[config.mk]
export PLATFORM = sky130hd
export DESIGN_NAME = uart_tx_periph
export DESIGN_NICKNAME = d
export VERILOG_FILES = /design/src/uart_tx_pkg.sv /design/src/mmio_cmd_if.sv /design/src/uart_tx_periph.sv /design/src/uart_serializer.sv /design/src/uart_tx_queue.sv /design/src/axil_mmio_bridge.sv
export SDC_FILE = /design/constraint.sdc
export NUM_CORES = 2
export LEC_CHECK = 0
export BUFFER_PORTS_ARGS = -buffer_cell sky130_fd_sc_hd__buf_4
export CAP_MARGIN = 20
export CELL_PAD_IN_SITES_DETAIL_PLACEMENT = 1
export CELL_PAD_IN_SITES_GLOBAL_PLACEMENT = 2
export CORE_MARGIN = 5
export CORE_UTILIZATION = 51
export DETAILED_ROUTE_END_ITERATION = 7
export PLACE_DENSITY = 0.83
export SYNTH_ARGS = -nofsm -noshare
export SYNTH_HDL_FRONTEND = slang
export SYNTH_HIERARCHICAL = 1
export SYNTH_SLANG_ARGS = --single-unit
export TNS_END_PERCENT = 50
[constraint.sdc]
create_clock -name clk -period 6.4 [get_ports clk]
set_input_delay 1.28 -clock clk [delete_from_list [all_inputs] [get_ports clk]]
set_output_delay 1.28 -clock clk [all_outputs]
set_load 0.005 [all_outputs]
[src/uart_tx_pkg.sv]
`default_nettype none

package uart_tx_pkg;

    // Peripheral byte address and bus word
    typedef logic [11:0] addr_t;
    typedef logic [31:0] data_t;

    // Ring index, upper 6 bits pick the word, lower 2 bits the byte
    typedef logic [7:0] ptr_t;

    localparam int buf_words = 64;

    localparam addr_t head_offset = 12'h100;
    localparam addr_t tail_offset = 12'h104;

    typedef enum logic [1:0] {
        okay   = 2'd0,
        slverr = 2'd2
    } axi_resp_t;

    // Drain engine of the queue
    typedef enum logic [1:0] {
        q_idle,
        q_fetch,
        q_wait_ready
    } queue_state_t;

    // Frame sequencer of the serializer
    typedef enum logic [1:0] {
        ser_idle,
        ser_start_bit,
        ser_data_bits,
        ser_stop_bit
    } ser_state_t;

endpackage

`default_nettype wire
[src/mmio_cmd_if.sv]
`default_nettype none

// One-cycle command bus, response valid the cycle after start
interface mmio_cmd_if;
    import uart_tx_pkg::*;

    logic  start;
    logic  write;
    addr_t addr;
    data_t wdata;
    data_t rdata;
    logic  err;

    modport master (
        output start, write, addr, wdata,
        input  rdata, err
    );

    modport slave (
        input  start, write, addr, wdata,
        output rdata, err
    );

endinterface

`default_nettype wire

[src/uart_tx_periph.sv]
`default_nettype none

module uart_tx_periph #(
    parameter int clks_per_bit = 16
) (
    input  logic                   clk,
    input  logic                   rst,
    input  uart_tx_pkg::addr_t     awaddr,
    input  logic                   awvalid,
    output logic                   awready,
    input  uart_tx_pkg::data_t     wdata,
    input  logic                   wvalid,
    output logic                   wready,
    output uart_tx_pkg::axi_resp_t bresp,
    output logic                   bvalid,
    input  logic                   bready,
    input  uart_tx_pkg::addr_t     araddr,
    input  logic                   arvalid,
    output logic                   arready,
    output uart_tx_pkg::data_t     rdata,
    output uart_tx_pkg::axi_resp_t rresp,
    output logic                   rvalid,
    input  logic                   rready,
    output logic                   tx
);

    logic [7:0] byte_data;
    logic       byte_start;
    logic       byte_ready;

    mmio_cmd_if cmd_bus ();

    axil_mmio_bridge u_bridge (
        .clk     (clk),
        .rst     (rst),
        .awaddr  (awaddr),
        .awvalid (awvalid),
        .awready (awready),
        .wdata   (wdata),
        .wvalid  (wvalid),
        .wready  (wready),
        .bresp   (bresp),
        .bvalid  (bvalid),
        .bready  (bready),
        .araddr  (araddr),
        .arvalid (arvalid),
        .arready (arready),
        .rdata   (rdata),
        .rresp   (rresp),
        .rvalid  (rvalid),
        .rready  (rready),
        .cmd     (cmd_bus.master)
    );

    uart_tx_queue u_queue (
        .clk        (clk),
        .rst        (rst),
        .cmd        (cmd_bus.slave),
        .byte_data  (byte_data),
        .byte_start (byte_start),
        .byte_ready (byte_ready)
    );

    uart_serializer #(
        .clks_per_bit (clks_per_bit)
    ) u_serializer (
        .clk        (clk),
        .rst        (rst),
        .byte_data  (byte_data),
        .byte_start (byte_start),
        .byte_ready (byte_ready),
        .tx         (tx)
    );

endmodule

`default_nettype wire

[src/uart_serializer.sv]
`default_nettype none

module uart_serializer #(
    parameter int clks_per_bit = 16
) (
    input  logic       clk,
    input  logic       rst,
    input  logic [7:0] byte_data,
    input  logic       byte_start,
    output logic       byte_ready,
    output logic       tx
);
    import uart_tx_pkg::*;

    localparam int cnt_w = (clks_per_bit > 1) ? $clog2(clks_per_bit) : 1;
    localparam logic [cnt_w-1:0] cnt_last = cnt_w'(clks_per_bit - 1);

    ser_state_t       state;
    logic [cnt_w-1:0] cnt;
    logic [2:0]       bit_idx;
    logic [7:0]       shift_q;
    logic             bit_end;

    assign bit_end    = (cnt == cnt_last);
    assign byte_ready = (state == ser_idle);

    always_ff @(posedge clk) begin
        if (rst) begin
            state   <= ser_idle;
            cnt     <= '0;
            bit_idx <= '0;
            tx      <= 1'b1;
        end else if (state == ser_idle) begin
            cnt <= '0;
            if (byte_start) begin
                state <= ser_start_bit;
                tx    <= 1'b0;
            end
        end else begin
            cnt <= bit_end ? '0 : cnt + 1'b1;
            if (bit_end) begin
                case (state)
                    ser_start_bit: begin
                        state   <= ser_data_bits;
                        bit_idx <= '0;
                        tx      <= shift_q[0];
                    end
                    ser_data_bits: begin
                        if (bit_idx == 3'd7) begin
                            state <= ser_stop_bit;
                            tx    <= 1'b1;
                        end else begin
                            bit_idx <= bit_idx + 1'b1;
                            tx      <= shift_q[0];
                        end
                    end
                    default: state <= ser_idle;
                endcase
            end
        end
    end

    // Next data bit always sits in bit 0
    always_ff @(posedge clk) begin
        if ((state == ser_idle) && byte_start) begin
            shift_q <= byte_data;
        end else if (bit_end && ((state == ser_start_bit) || (state == ser_data_bits))) begin
            shift_q <= shift_q >> 1;
        end
    end

    a_idle_line_high: assert property (@(posedge clk) disable iff (rst)
        (state == ser_idle) |-> tx);

endmodule

`default_nettype wire

[src/uart_tx_queue.sv]
`default_nettype none

module uart_tx_queue (
    input  logic       clk,
    input  logic       rst,
    mmio_cmd_if.slave  cmd,
    output logic [7:0] byte_data,
    output logic       byte_start,
    input  logic       byte_ready
);
    import uart_tx_pkg::*;

    data_t        buf_mem [buf_words];
    ptr_t         head;
    ptr_t         tail;
    queue_state_t state;
    data_t        word_q;
    logic [5:0]   cmd_word;
    logic         is_buf;
    logic         is_head;
    logic         is_tail;

    // Register decode
    assign cmd_word = cmd.addr[7:2];
    assign is_buf   = (cmd.addr < head_offset) && (cmd.addr[1:0] == 2'b00);
    assign is_head  = (cmd.addr == head_offset);
    assign is_tail  = (cmd.addr == tail_offset);

    always_ff @(posedge clk) begin
        if (cmd.start) begin
            cmd.err <= !(is_buf || is_head || is_tail);
            if (is_buf) begin
                cmd.rdata <= buf_mem[cmd_word];
            end else if (is_head) begin
                cmd.rdata <= {24'b0, head};
            end else if (is_tail) begin
                cmd.rdata <= {24'b0, tail};
            end else begin
                cmd.rdata <= '0;
            end
            if (cmd.write && is_buf) begin
                buf_mem[cmd_word] <= cmd.wdata;
            end
        end
    end

    // Head writes are dropped, only the drain engine moves head
    always_ff @(posedge clk) begin
        if (rst) begin
            tail <= '0;
        end else if (cmd.start && cmd.write && is_tail) begin
            tail <= cmd.wdata[7:0];
        end
    end

    always_ff @(posedge clk) begin
        if (rst) begin
            state      <= q_idle;
            head       <= '0;
            byte_start <= 1'b0;
        end else begin
            byte_start <= 1'b0;
            case (state)
                q_idle: begin
                    if (head != tail) begin
                        state <= q_fetch;
                    end
                end
                q_fetch: state <= q_wait_ready;
                q_wait_ready: begin
                    if (byte_ready) begin
                        byte_start <= 1'b1;
                        head       <= head + 1'b1;
                        state      <= q_idle;
                    end
                end
                default: state <= q_idle;
            endcase
        end
    end

    always_ff @(posedge clk) begin
        if (state == q_fetch) begin
            word_q <= buf_mem[head[7:2]];
        end
        // Low pointer bits pick the byte, LSB first within a word
        if ((state == q_wait_ready) && byte_ready) begin
            byte_data <= word_q[{head[1:0], 3'b000} +: 8];
        end
    end

    // Serializer must still be idle while the pulse is out
    a_start_with_ready: assert property (@(posedge clk) disable iff (rst)
        byte_start |-> byte_ready);

endmodule

`default_nettype wire

[src/axil_mmio_bridge.sv]
`default_nettype none

module axil_mmio_bridge (
    input  logic                  clk,
    input  logic                  rst,
    input  uart_tx_pkg::addr_t    awaddr,
    input  logic                  awvalid,
    output logic                  awready,
    input  uart_tx_pkg::data_t    wdata,
    input  logic                  wvalid,
    output logic                  wready,
    output uart_tx_pkg::axi_resp_t bresp,
    output logic                  bvalid,
    input  logic                  bready,
    input  uart_tx_pkg::addr_t    araddr,
    input  logic                  arvalid,
    output logic                  arready,
    output uart_tx_pkg::data_t    rdata,
    output uart_tx_pkg::axi_resp_t rresp,
    output logic                  rvalid,
    input  logic                  rready,
    mmio_cmd_if.master            cmd
);
    import uart_tx_pkg::*;

    typedef enum logic [2:0] {
        st_idle,
        st_wait_w,
        st_wait_aw,
        st_cmd,
        st_latch,
        st_resp
    } bridge_state_t;

    bridge_state_t state;
    logic          write_q;
    addr_t         addr_q;
    data_t         wdata_q;
    data_t         rdata_q;
    axi_resp_t     resp_q;
    logic          ar_hs;
    logic          aw_hs;
    logic          w_hs;

    // Reads take priority at idle
    assign arready = (state == st_idle) && arvalid;
    assign awready = awvalid && (((state == st_idle) && !arvalid) || (state == st_wait_aw));
    assign wready  = wvalid && (((state == st_idle) && !arvalid) || (state == st_wait_w));

    assign ar_hs = arvalid && arready;
    assign aw_hs = awvalid && awready;
    assign w_hs  = wvalid && wready;

    always_ff @(posedge clk) begin
        if (rst) begin
            state   <= st_idle;
            write_q <= 1'b0;
        end else begin
            case (state)
                st_idle: begin
                    if (arvalid) begin
                        write_q <= 1'b0;
                        state   <= st_cmd;
                    end else if (awvalid && wvalid) begin
                        write_q <= 1'b1;
                        state   <= st_cmd;
                    end else if (awvalid) begin
                        write_q <= 1'b1;
                        state   <= st_wait_w;
                    end else if (wvalid) begin
                        write_q <= 1'b1;
                        state   <= st_wait_aw;
                    end
                end
                st_wait_w: begin
                    if (wvalid) begin
                        state <= st_cmd;
                    end
                end
                st_wait_aw: begin
                    if (awvalid) begin
                        state <= st_cmd;
                    end
                end
                st_cmd:   state <= st_latch;
                st_latch: state <= st_resp;
                st_resp: begin
                    if (write_q ? bready : rready) begin
                        state <= st_idle;
                    end
                end
                default: state <= st_idle;
            endcase
        end
    end

    always_ff @(posedge clk) begin
        if (ar_hs) begin
            addr_q <= araddr;
        end else if (aw_hs) begin
            addr_q <= awaddr;
        end
        if (w_hs) begin
            wdata_q <= wdata;
        end
        // Queue answer is valid one cycle after start
        if (state == st_latch) begin
            rdata_q <= cmd.rdata;
            resp_q  <= cmd.err ? slverr : okay;
        end
    end

    assign cmd.start = (state == st_cmd);
    assign cmd.write = write_q;
    assign cmd.addr  = addr_q;
    assign cmd.wdata = wdata_q;

    assign bvalid = (state == st_resp) && write_q;
    assign rvalid = (state == st_resp) && !write_q;
    assign bresp  = resp_q;
    assign rresp  = resp_q;
    assign rdata  = rdata_q;

    a_bvalid_hold: assert property (@(posedge clk) disable iff (rst)
        bvalid && !bready |=> bvalid && $stable(bresp));

    a_rvalid_hold: assert property (@(posedge clk) disable iff (rst)
        rvalid && !rready |=> rvalid && $stable(rdata) && $stable(rresp));

endmodule

`default_nettype wire

# Word-level counts from Yosys, hierarchy flattened
# Memory sizes are Yosys's and may differ from the RTL's. A register that Yosys moved wholly into a read port is not among the register bits.
# Index checks and enable logic that the tools add are counted.
dict set report classes {
  bitwise_logic 2
  reduce_logical 44
  n_shift 1
  mux 41
  n_addsub 3
  order_cmp 1
  eq_ne 23
}
# cell count
set op_table {}
lappend op_table {{$mux 32} 2}
lappend op_table {{$shiftx 32x6->8} 1}
lappend op_table {{$eq 12x9->1 const B} 2}
lappend op_table {{$mux 12} 2}
lappend op_table {{$mux 3} 8}
lappend op_table {{$mux 8} 3}
lappend op_table {{$pmux 3 s6} 1}
lappend op_table {{$logic_and 1x1->1} 17}
lappend op_table {{$mux 2} 7}
lappend op_table {{$mux 1} 13}
lappend op_table {{$lt 12x9->1 const B} 1}
lappend op_table {{$eq 3x3->1 const B} 3}
lappend op_table {{$add 8x1->8 const B} 1}
lappend op_table {{$ne 2x1->1 const B} 4}
lappend op_table {{$ne 8x8->1} 1}
lappend op_table {{$reduce_and 4->1} 2}
lappend op_table {{$reduce_bool 2->1} 4}
lappend op_table {{$eq 3x2->1 const B} 2}
lappend op_table {{$logic_not 2->1} 3}
lappend op_table {{$mux 6} 1}
lappend op_table {{$ne 2x2->1 const B} 3}
lappend op_table {{$pmux 2 s3} 1}
lappend op_table {{$pmux 3 s2} 1}
lappend op_table {{$reduce_and 2->1} 3}
lappend op_table {{other kinds (19)} 29}
dict set report word_totals {
  in_bits 63
  n_memories 1
  mem_bits_rw 2048
  elab_cells 134
  output_inout_bits 42
  register_bits 160
}
# memory words width rd rd_ports_with_merged_regs wr line_no
set mem_list {}
lappend mem_list {u_queue.buf_mem 64 32 2 2 1 uart_tx_queue.sv:13} ;# data_t buf_mem [buf_words];

# Depth between registers and ports, before layout
dict set report depth {
  word_depth 8
  mapped_depth 11
  depth_no_buf 9
}

# Cells and area by module
# The synthesis kept the hierarchy.
# mod area_each_um2 n_inst seq_area_each_um2 cells_each
set modules_own_cells {}
lappend modules_own_cells {uart_tx_queue 98004.0 1 64071.4 4665}
lappend modules_own_cells {axil_mmio_bridge 2870.3 1 2392.3 139}
lappend modules_own_cells {uart_serializer 855.8 1 440.4 73}

# Least setup slack after synthesis
# No wires, ideal clock.
dict set report synth_path {
  kind {in2out}
  from {in arvalid}
  to {out wready}
  cell_stages 2
  slack_ps 207
  n_path_buf 0
  arrival_ps 4913
  required_ps 5120
  cell_sequence {and2b_1 > nor4b_1}
}
dict set report synth_between {
  elab_chain_len 4
}
# element line_no
set synth_lines {}
lappend synth_lines {{start: declaration} uart_tx_periph.sv:18} ;# input logic arvalid,
lappend synth_lines {{$logic_not 1->1} axil_mmio_bridge.sv:48} ;# assign wready = wvalid && (((state == st_idle) && !arvalid) || (state == st_wait_w));
lappend synth_lines {{$logic_and 1x1->1} axil_mmio_bridge.sv:48}
lappend synth_lines {{$logic_or 1x1->1} axil_mmio_bridge.sv:48}
lappend synth_lines {{$logic_and 1x1->1} axil_mmio_bridge.sv:48}
lappend synth_lines {{end: declaration} uart_tx_periph.sv:13} ;# output logic wready,
# Every way passes these cells.

# Worst setup path after layout
dict set report layout_path {
  from {reg u_bridge.addr_q[3], in the netlist u_bridge/cmd.addr[3]}
  to {mem u_queue/buf_mem[33][31] (netlist name) (enable)}
}
dict set report layout_between {
  elab_chain_len 6
}
# element line_no
set layout_lines {}
lappend layout_lines {{start: declaration} axil_mmio_bridge.sv:37} ;# addr_t addr_q;
lappend layout_lines {{start signal: assignment} axil_mmio_bridge.sv:99} ;# addr_q <= araddr;
lappend layout_lines {{start signal: assignment} axil_mmio_bridge.sv:101} ;# addr_q <= awaddr;
lappend layout_lines {{$lt 12x9->1} uart_tx_queue.sv:25} ;# assign is_buf = (cmd.addr < head_offset) && (cmd.addr[1:0] == 2'b00);
lappend layout_lines {{$logic_and 1x1->1} uart_tx_queue.sv:25}
lappend layout_lines {{$logic_and 1x1->1} uart_tx_queue.sv:41} ;# if (cmd.write && is_buf) begin
lappend layout_lines {{$mux 1} uart_tx_queue.sv:41}
lappend layout_lines {{$mux 1} uart_tx_queue.sv:30} ;# if (cmd.start) begin
lappend layout_lines {{$mux 1 (not written as such)} uart_tx_queue.sv:42} ;# buf_mem[cmd_word] <= cmd.wdata;
lappend layout_lines {{end: declaration} uart_tx_queue.sv:13}
# Parallel ways exist; a longest one is shown, timed or not.

==> impl_metrics.env <==
export IMPL_status="complete, no violations"
export IMPL_hpwl_um=231500
export IMPL_grt_ovfl_total=0
export IMPL_final_area_um2=114200
export IMPL_clkLatencyLatePin_ns=0.92
export IMPL_worstPathCellList="nor2_2, nand2_1, nor2_4, buf_4"
export IMPL_die_h_um=456.6
export IMPL_initial_core_util=0.5111
export IMPL_synthSimpleGateAreaFrac=0.02119
export IMPL_die_width_um=456.6
export IMPL_clk_pin_slew_worst_paths_ns=0.06
export IMPL_portBuffers=102
export IMPL_fillers=16760
export IMPL_fin_crit_ns=4.762
export IMPL_first_global_vias=59490
export IMPL_cts_resized=0
export IMPL_setup_viol_count_final=0
export IMPL_synth_top_area_cell="edfxtp_1"
export IMPL_cts_root_buf="clkbuf_16"
export IMPL_worst_ir_drop_vdd_mv=0.3099
export IMPL_track_usage=0.3392
export IMPL_clock_path_buffers=3
export IMPL_fmax_ghz=0.2100
export IMPL_wl_per_cell_um=44.77
export IMPL_p_leak_nw=34.81
export IMPL_crit_fanout=24
export IMPL_internal_power_mw=26.46
export IMPL_core_um2=199000
export IMPL_seq_area_frac_synth=0.6577
export IMPL_critPathSlowestCell="nor2_2"
export IMPL_fin_crit_sh=0.7441
export IMPL_seqCellArea_um2=66930
export IMPL_sequentialPowerShare=0.456
export IMPL_critPathMaxStageDelay_ns=1.14
export IMPL_drive_gt1_frac=0.3619
export IMPL_dieArea_um2=208500
export IMPL_maxCapViolations=0
export IMPL_worst_pin_slew_ns=1.284
export IMPL_post_cts_setup_buffers=0
export IMPL_synthFlopType="edfxtp_1"
export IMPL_setup_worst_path_class="flip-flop to flip-flop"
export IMPL_synth_seq_cells=2239
export IMPL_vias_per_cell=7.358
export IMPL_area_growth_pct=12.29
export IMPL_worstPathRequired_ns=6.90
export IMPL_end_kind="flip-flop"
export IMPL_finalWorstSetupSlack_ns=1.638
export IMPL_final_hold_violation_count=0
export IMPL_rsz0062_at_grt="false"
export IMPL_synthMuxAreaShare=0.2741
export IMPL_synth_top_family_by_area="multiplexers"
export IMPL_vias=58470
export IMPL_synth_xor_area_share=0.001378
export IMPL_gp_congestion=0.9488
export IMPL_dp_slack_ns=1.833
export IMPL_p_sw_frac=0.2828
export IMPL_htreeDepth=4
export IMPL_synth_area_um2=101700
export IMPL_cts_hold_buf=0
export IMPL_cts_sinks=2239
export IMPL_holdCritPathClass="flip-flop to flip-flop"
export IMPL_async_flop_share=0
export IMPL_cp_start_kind="flip-flop"
export IMPL_avgSynthCellArea_um2=20.86
export IMPL_grt_pass1_wl_um=491200
export IMPL_yosysWarningCount=6
export IMPL_pwr_share_clk=0.359
export IMPL_grt_max_degree=99
export IMPL_antenna_found_initial=29
export IMPL_postSynthCellCount=4877
export IMPL_final_net_count=5159
export IMPL_switchingPower_mw=10.44
export IMPL_synth_edf_count=2206
export IMPL_synth_compound_area_share=0.02499
export IMPL_drc_errors=0
export IMPL_finClkSkew_ns=0.06841
export IMPL_yosys_top_cells_area="edfxtp_1 (65%), mux4_2 (24%), mux2i_1 (2.7%), dfxtp_1 (0.65%), buf_2 (0.63%)"
export IMPL_rows=164
export IMPL_io_pins=105
export IMPL_drtIter0Drc=9648
export IMPL_relSlewSlack=0.1384
export IMPL_synthDistinctLibCells=68
export IMPL_multiInputGateArea_um2=33380
export IMPL_pwr_density_cell_nw_per_um2=323.0
export IMPL_cts_tree="done"
export IMPL_wirelength_um=355700
export IMPL_drtAntennaViolNets=0
export IMPL_place_area_um2=106800
export IMPL_slew_violations=0
export IMPL_fin_hold_ws_ns=0.4245
export IMPL_final_setup_tns_ns=0
export IMPL_dr_pass1_iters=6
export IMPL_power_frac_comb=0.185
export IMPL_cts_buffers=229
export IMPL_cp_data_arrival_time_ns=5.26
export IMPL_synth_top_cell_area_share=0.6512
export IMPL_synth_fa_ha_area_frac=0.0008609
## power groups by stage
stage	clock [mW]	combinational (mW)	sequential, mW
floorplan	0	3.73	17.3
global placement	0	6.52	17.1
detailed placement	0	6.66	17.1
CTS	13.4	6.68	16.8
global route	14.1	6.90	16.8
finish	13.3	6.83	16.8
## placed cells by master, fill, tap and decap left out, drive strengths merged, types with 12 or more instances in the layout
| cell type | synthesis | final |
|---|---|---|
| nor2 | 136 | 136 |
| edfxtp | 2206 | 2206 |
| nor3 | 39 | 39 |
| o22ai | 75 | 75 |
| nor4 | 18 | 18 |
| a221oi | 34 | 34 |
| nor2b | 58 | 58 |
| mux2 | 36 | 36 |
| inv | 8 | 13 |
| o21ai | 55 | 55 |
| mux2i | 277 | 277 |
| a21oi | 69 | 69 |
| clkinv | 1 | 104 |
| o211ai | 13 | 13 |
| dfxtp | 33 | 33 |
| nand2 | 87 | 87 |
| a211oi | 58 | 58 |
| xor2 | 12 | 12 |
| a22oi | 36 | 36 |
| nand2b | 15 | 15 |
| bufinv | 0 | 19 |
| buf | 244 | 357 |
| clkbuf | 133 | 287 |
| nand3 | 40 | 40 |
| mux4 | 1096 | 1096 |
## flip-flops by register name, summed over array words and instances (netlist names)
name and cells:
u_queue/word_q 32, u_serializer/cnt 4, u_queue/cmd.rdata 32, u_serializer/bit_idx 3, u_queue/byte_start 1, u_queue/tail 8, u_bridge/cmd.wdata 32, u_bridge/cmd.write 1
u_serializer/tx 1, u_serializer/shift_q 8, u_bridge/state 3, u_queue/byte_data 8, u_queue/state 2, u_queue/head 8, u_bridge/rdata 32, u_bridge/cmd.addr 12
u_serializer/state 2, u_bridge/bresp 1, u_queue/cmd.err 1, u_queue/buf_mem 2048
## layer usage
layer  up-vias  wire (µm)  GRT usage
met3       979      44620    0.09415
met2      4773     162700     0.5117
met4        18      28720     0.2166
li1      21670          -          -
met1     31030     119500     0.4383
met5         -        119          0
## metrics by stage
stage	power, mW	utilization	cells
global placement	23.65	0.5364	7508
floorplan	20.98	-	4878
global route	37.79	0.5738	7937
finish	36.90	0.5739	7946
CTS	36.88	0.5736	7934
detailed placement	23.77	0.5367	7512
## cell type report
class                   count  area share
clock inverters           135     0.01184
well taps                2656     0.02909
flip-flops and latches   2239      0.5859
multi-input cells        2253      0.2922
repair buffers            357     0.02808
diodes                     10   0.0002191
clock buffers             287     0.05242
inverters                   9   0.0002957
## synth_stat cells, drive strengths merged, types with 2 or more instances
cell,number
a21o,2
nand4,4
and2,8
mux4,1096
o21bai,7
xor2,12
a311oi,3
nand3b,3
a32oi,6
xnor2,4
nor4b,3
or3,3
o21ai,55
o221ai,4
ha,7
nor2b,58
dfxtp,33
o22ai,75
nor2,136
nor3,39
inv,8
a22oi,36
mux2,36
a32o,2
clkbuf,133
a21oi,69
nand2,87
or2,5
nand2b,15
a211oi,58
or3b,3
a221oi,34
o211ai,13
buf,244
edfxtp,2206
nor4,18
nand3,40
nor3b,4
a31oi,9
and3,5
mux2i,277
## final timing paths
| kind | start | endpoint | slack, ns | cells past startpoint |
|---|---|---|---|---|
| worst max-delay path | u_bridge/cmd.addr[3]$_DFFE_PP_ | u_queue/buf_mem[33][31]$_DFFE_PP_ | 1.64 | 4 |
| worst min-delay path | u_queue/cmd.rdata[6]$_DFFE_PP_ | u_bridge/rdata[6]$_DFFE_PN_ | 0.42 | 0 |
| worst max register to register | u_bridge/cmd.addr[3]$_DFFE_PP_ | u_queue/buf_mem[33][31]$_DFFE_PP_ | 1.64 | 4 |
| worst min register to register | u_queue/cmd.rdata[6]$_DFFE_PP_ | u_bridge/rdata[6]$_DFFE_PN_ | 0.42 | 0 |
## cell families (layout without fill, tap and decap cells)
group / count (synthesis) / in the layout
DFF: 2239 / 2239
AOI/OAI and AO/OA: 383 / 383
adders and majority gates: 7 / 7
other: 1 / 12
buffers and inverters: 386 / 788
muxes: 1409 / 1409
and+or+nand+nor: 436 / 436
xor gates and xnor gates: 16 / 16
## worst max-delay path, delay by kind of cell, from the launching register on
kind	cells	cell delay, ns
AND/OR/NAND/NOR	3	2.84
buffers and inverters	1	0.56
flip-flops	1	0.87
No activity file was read; power rests on OpenSTA's default activity.
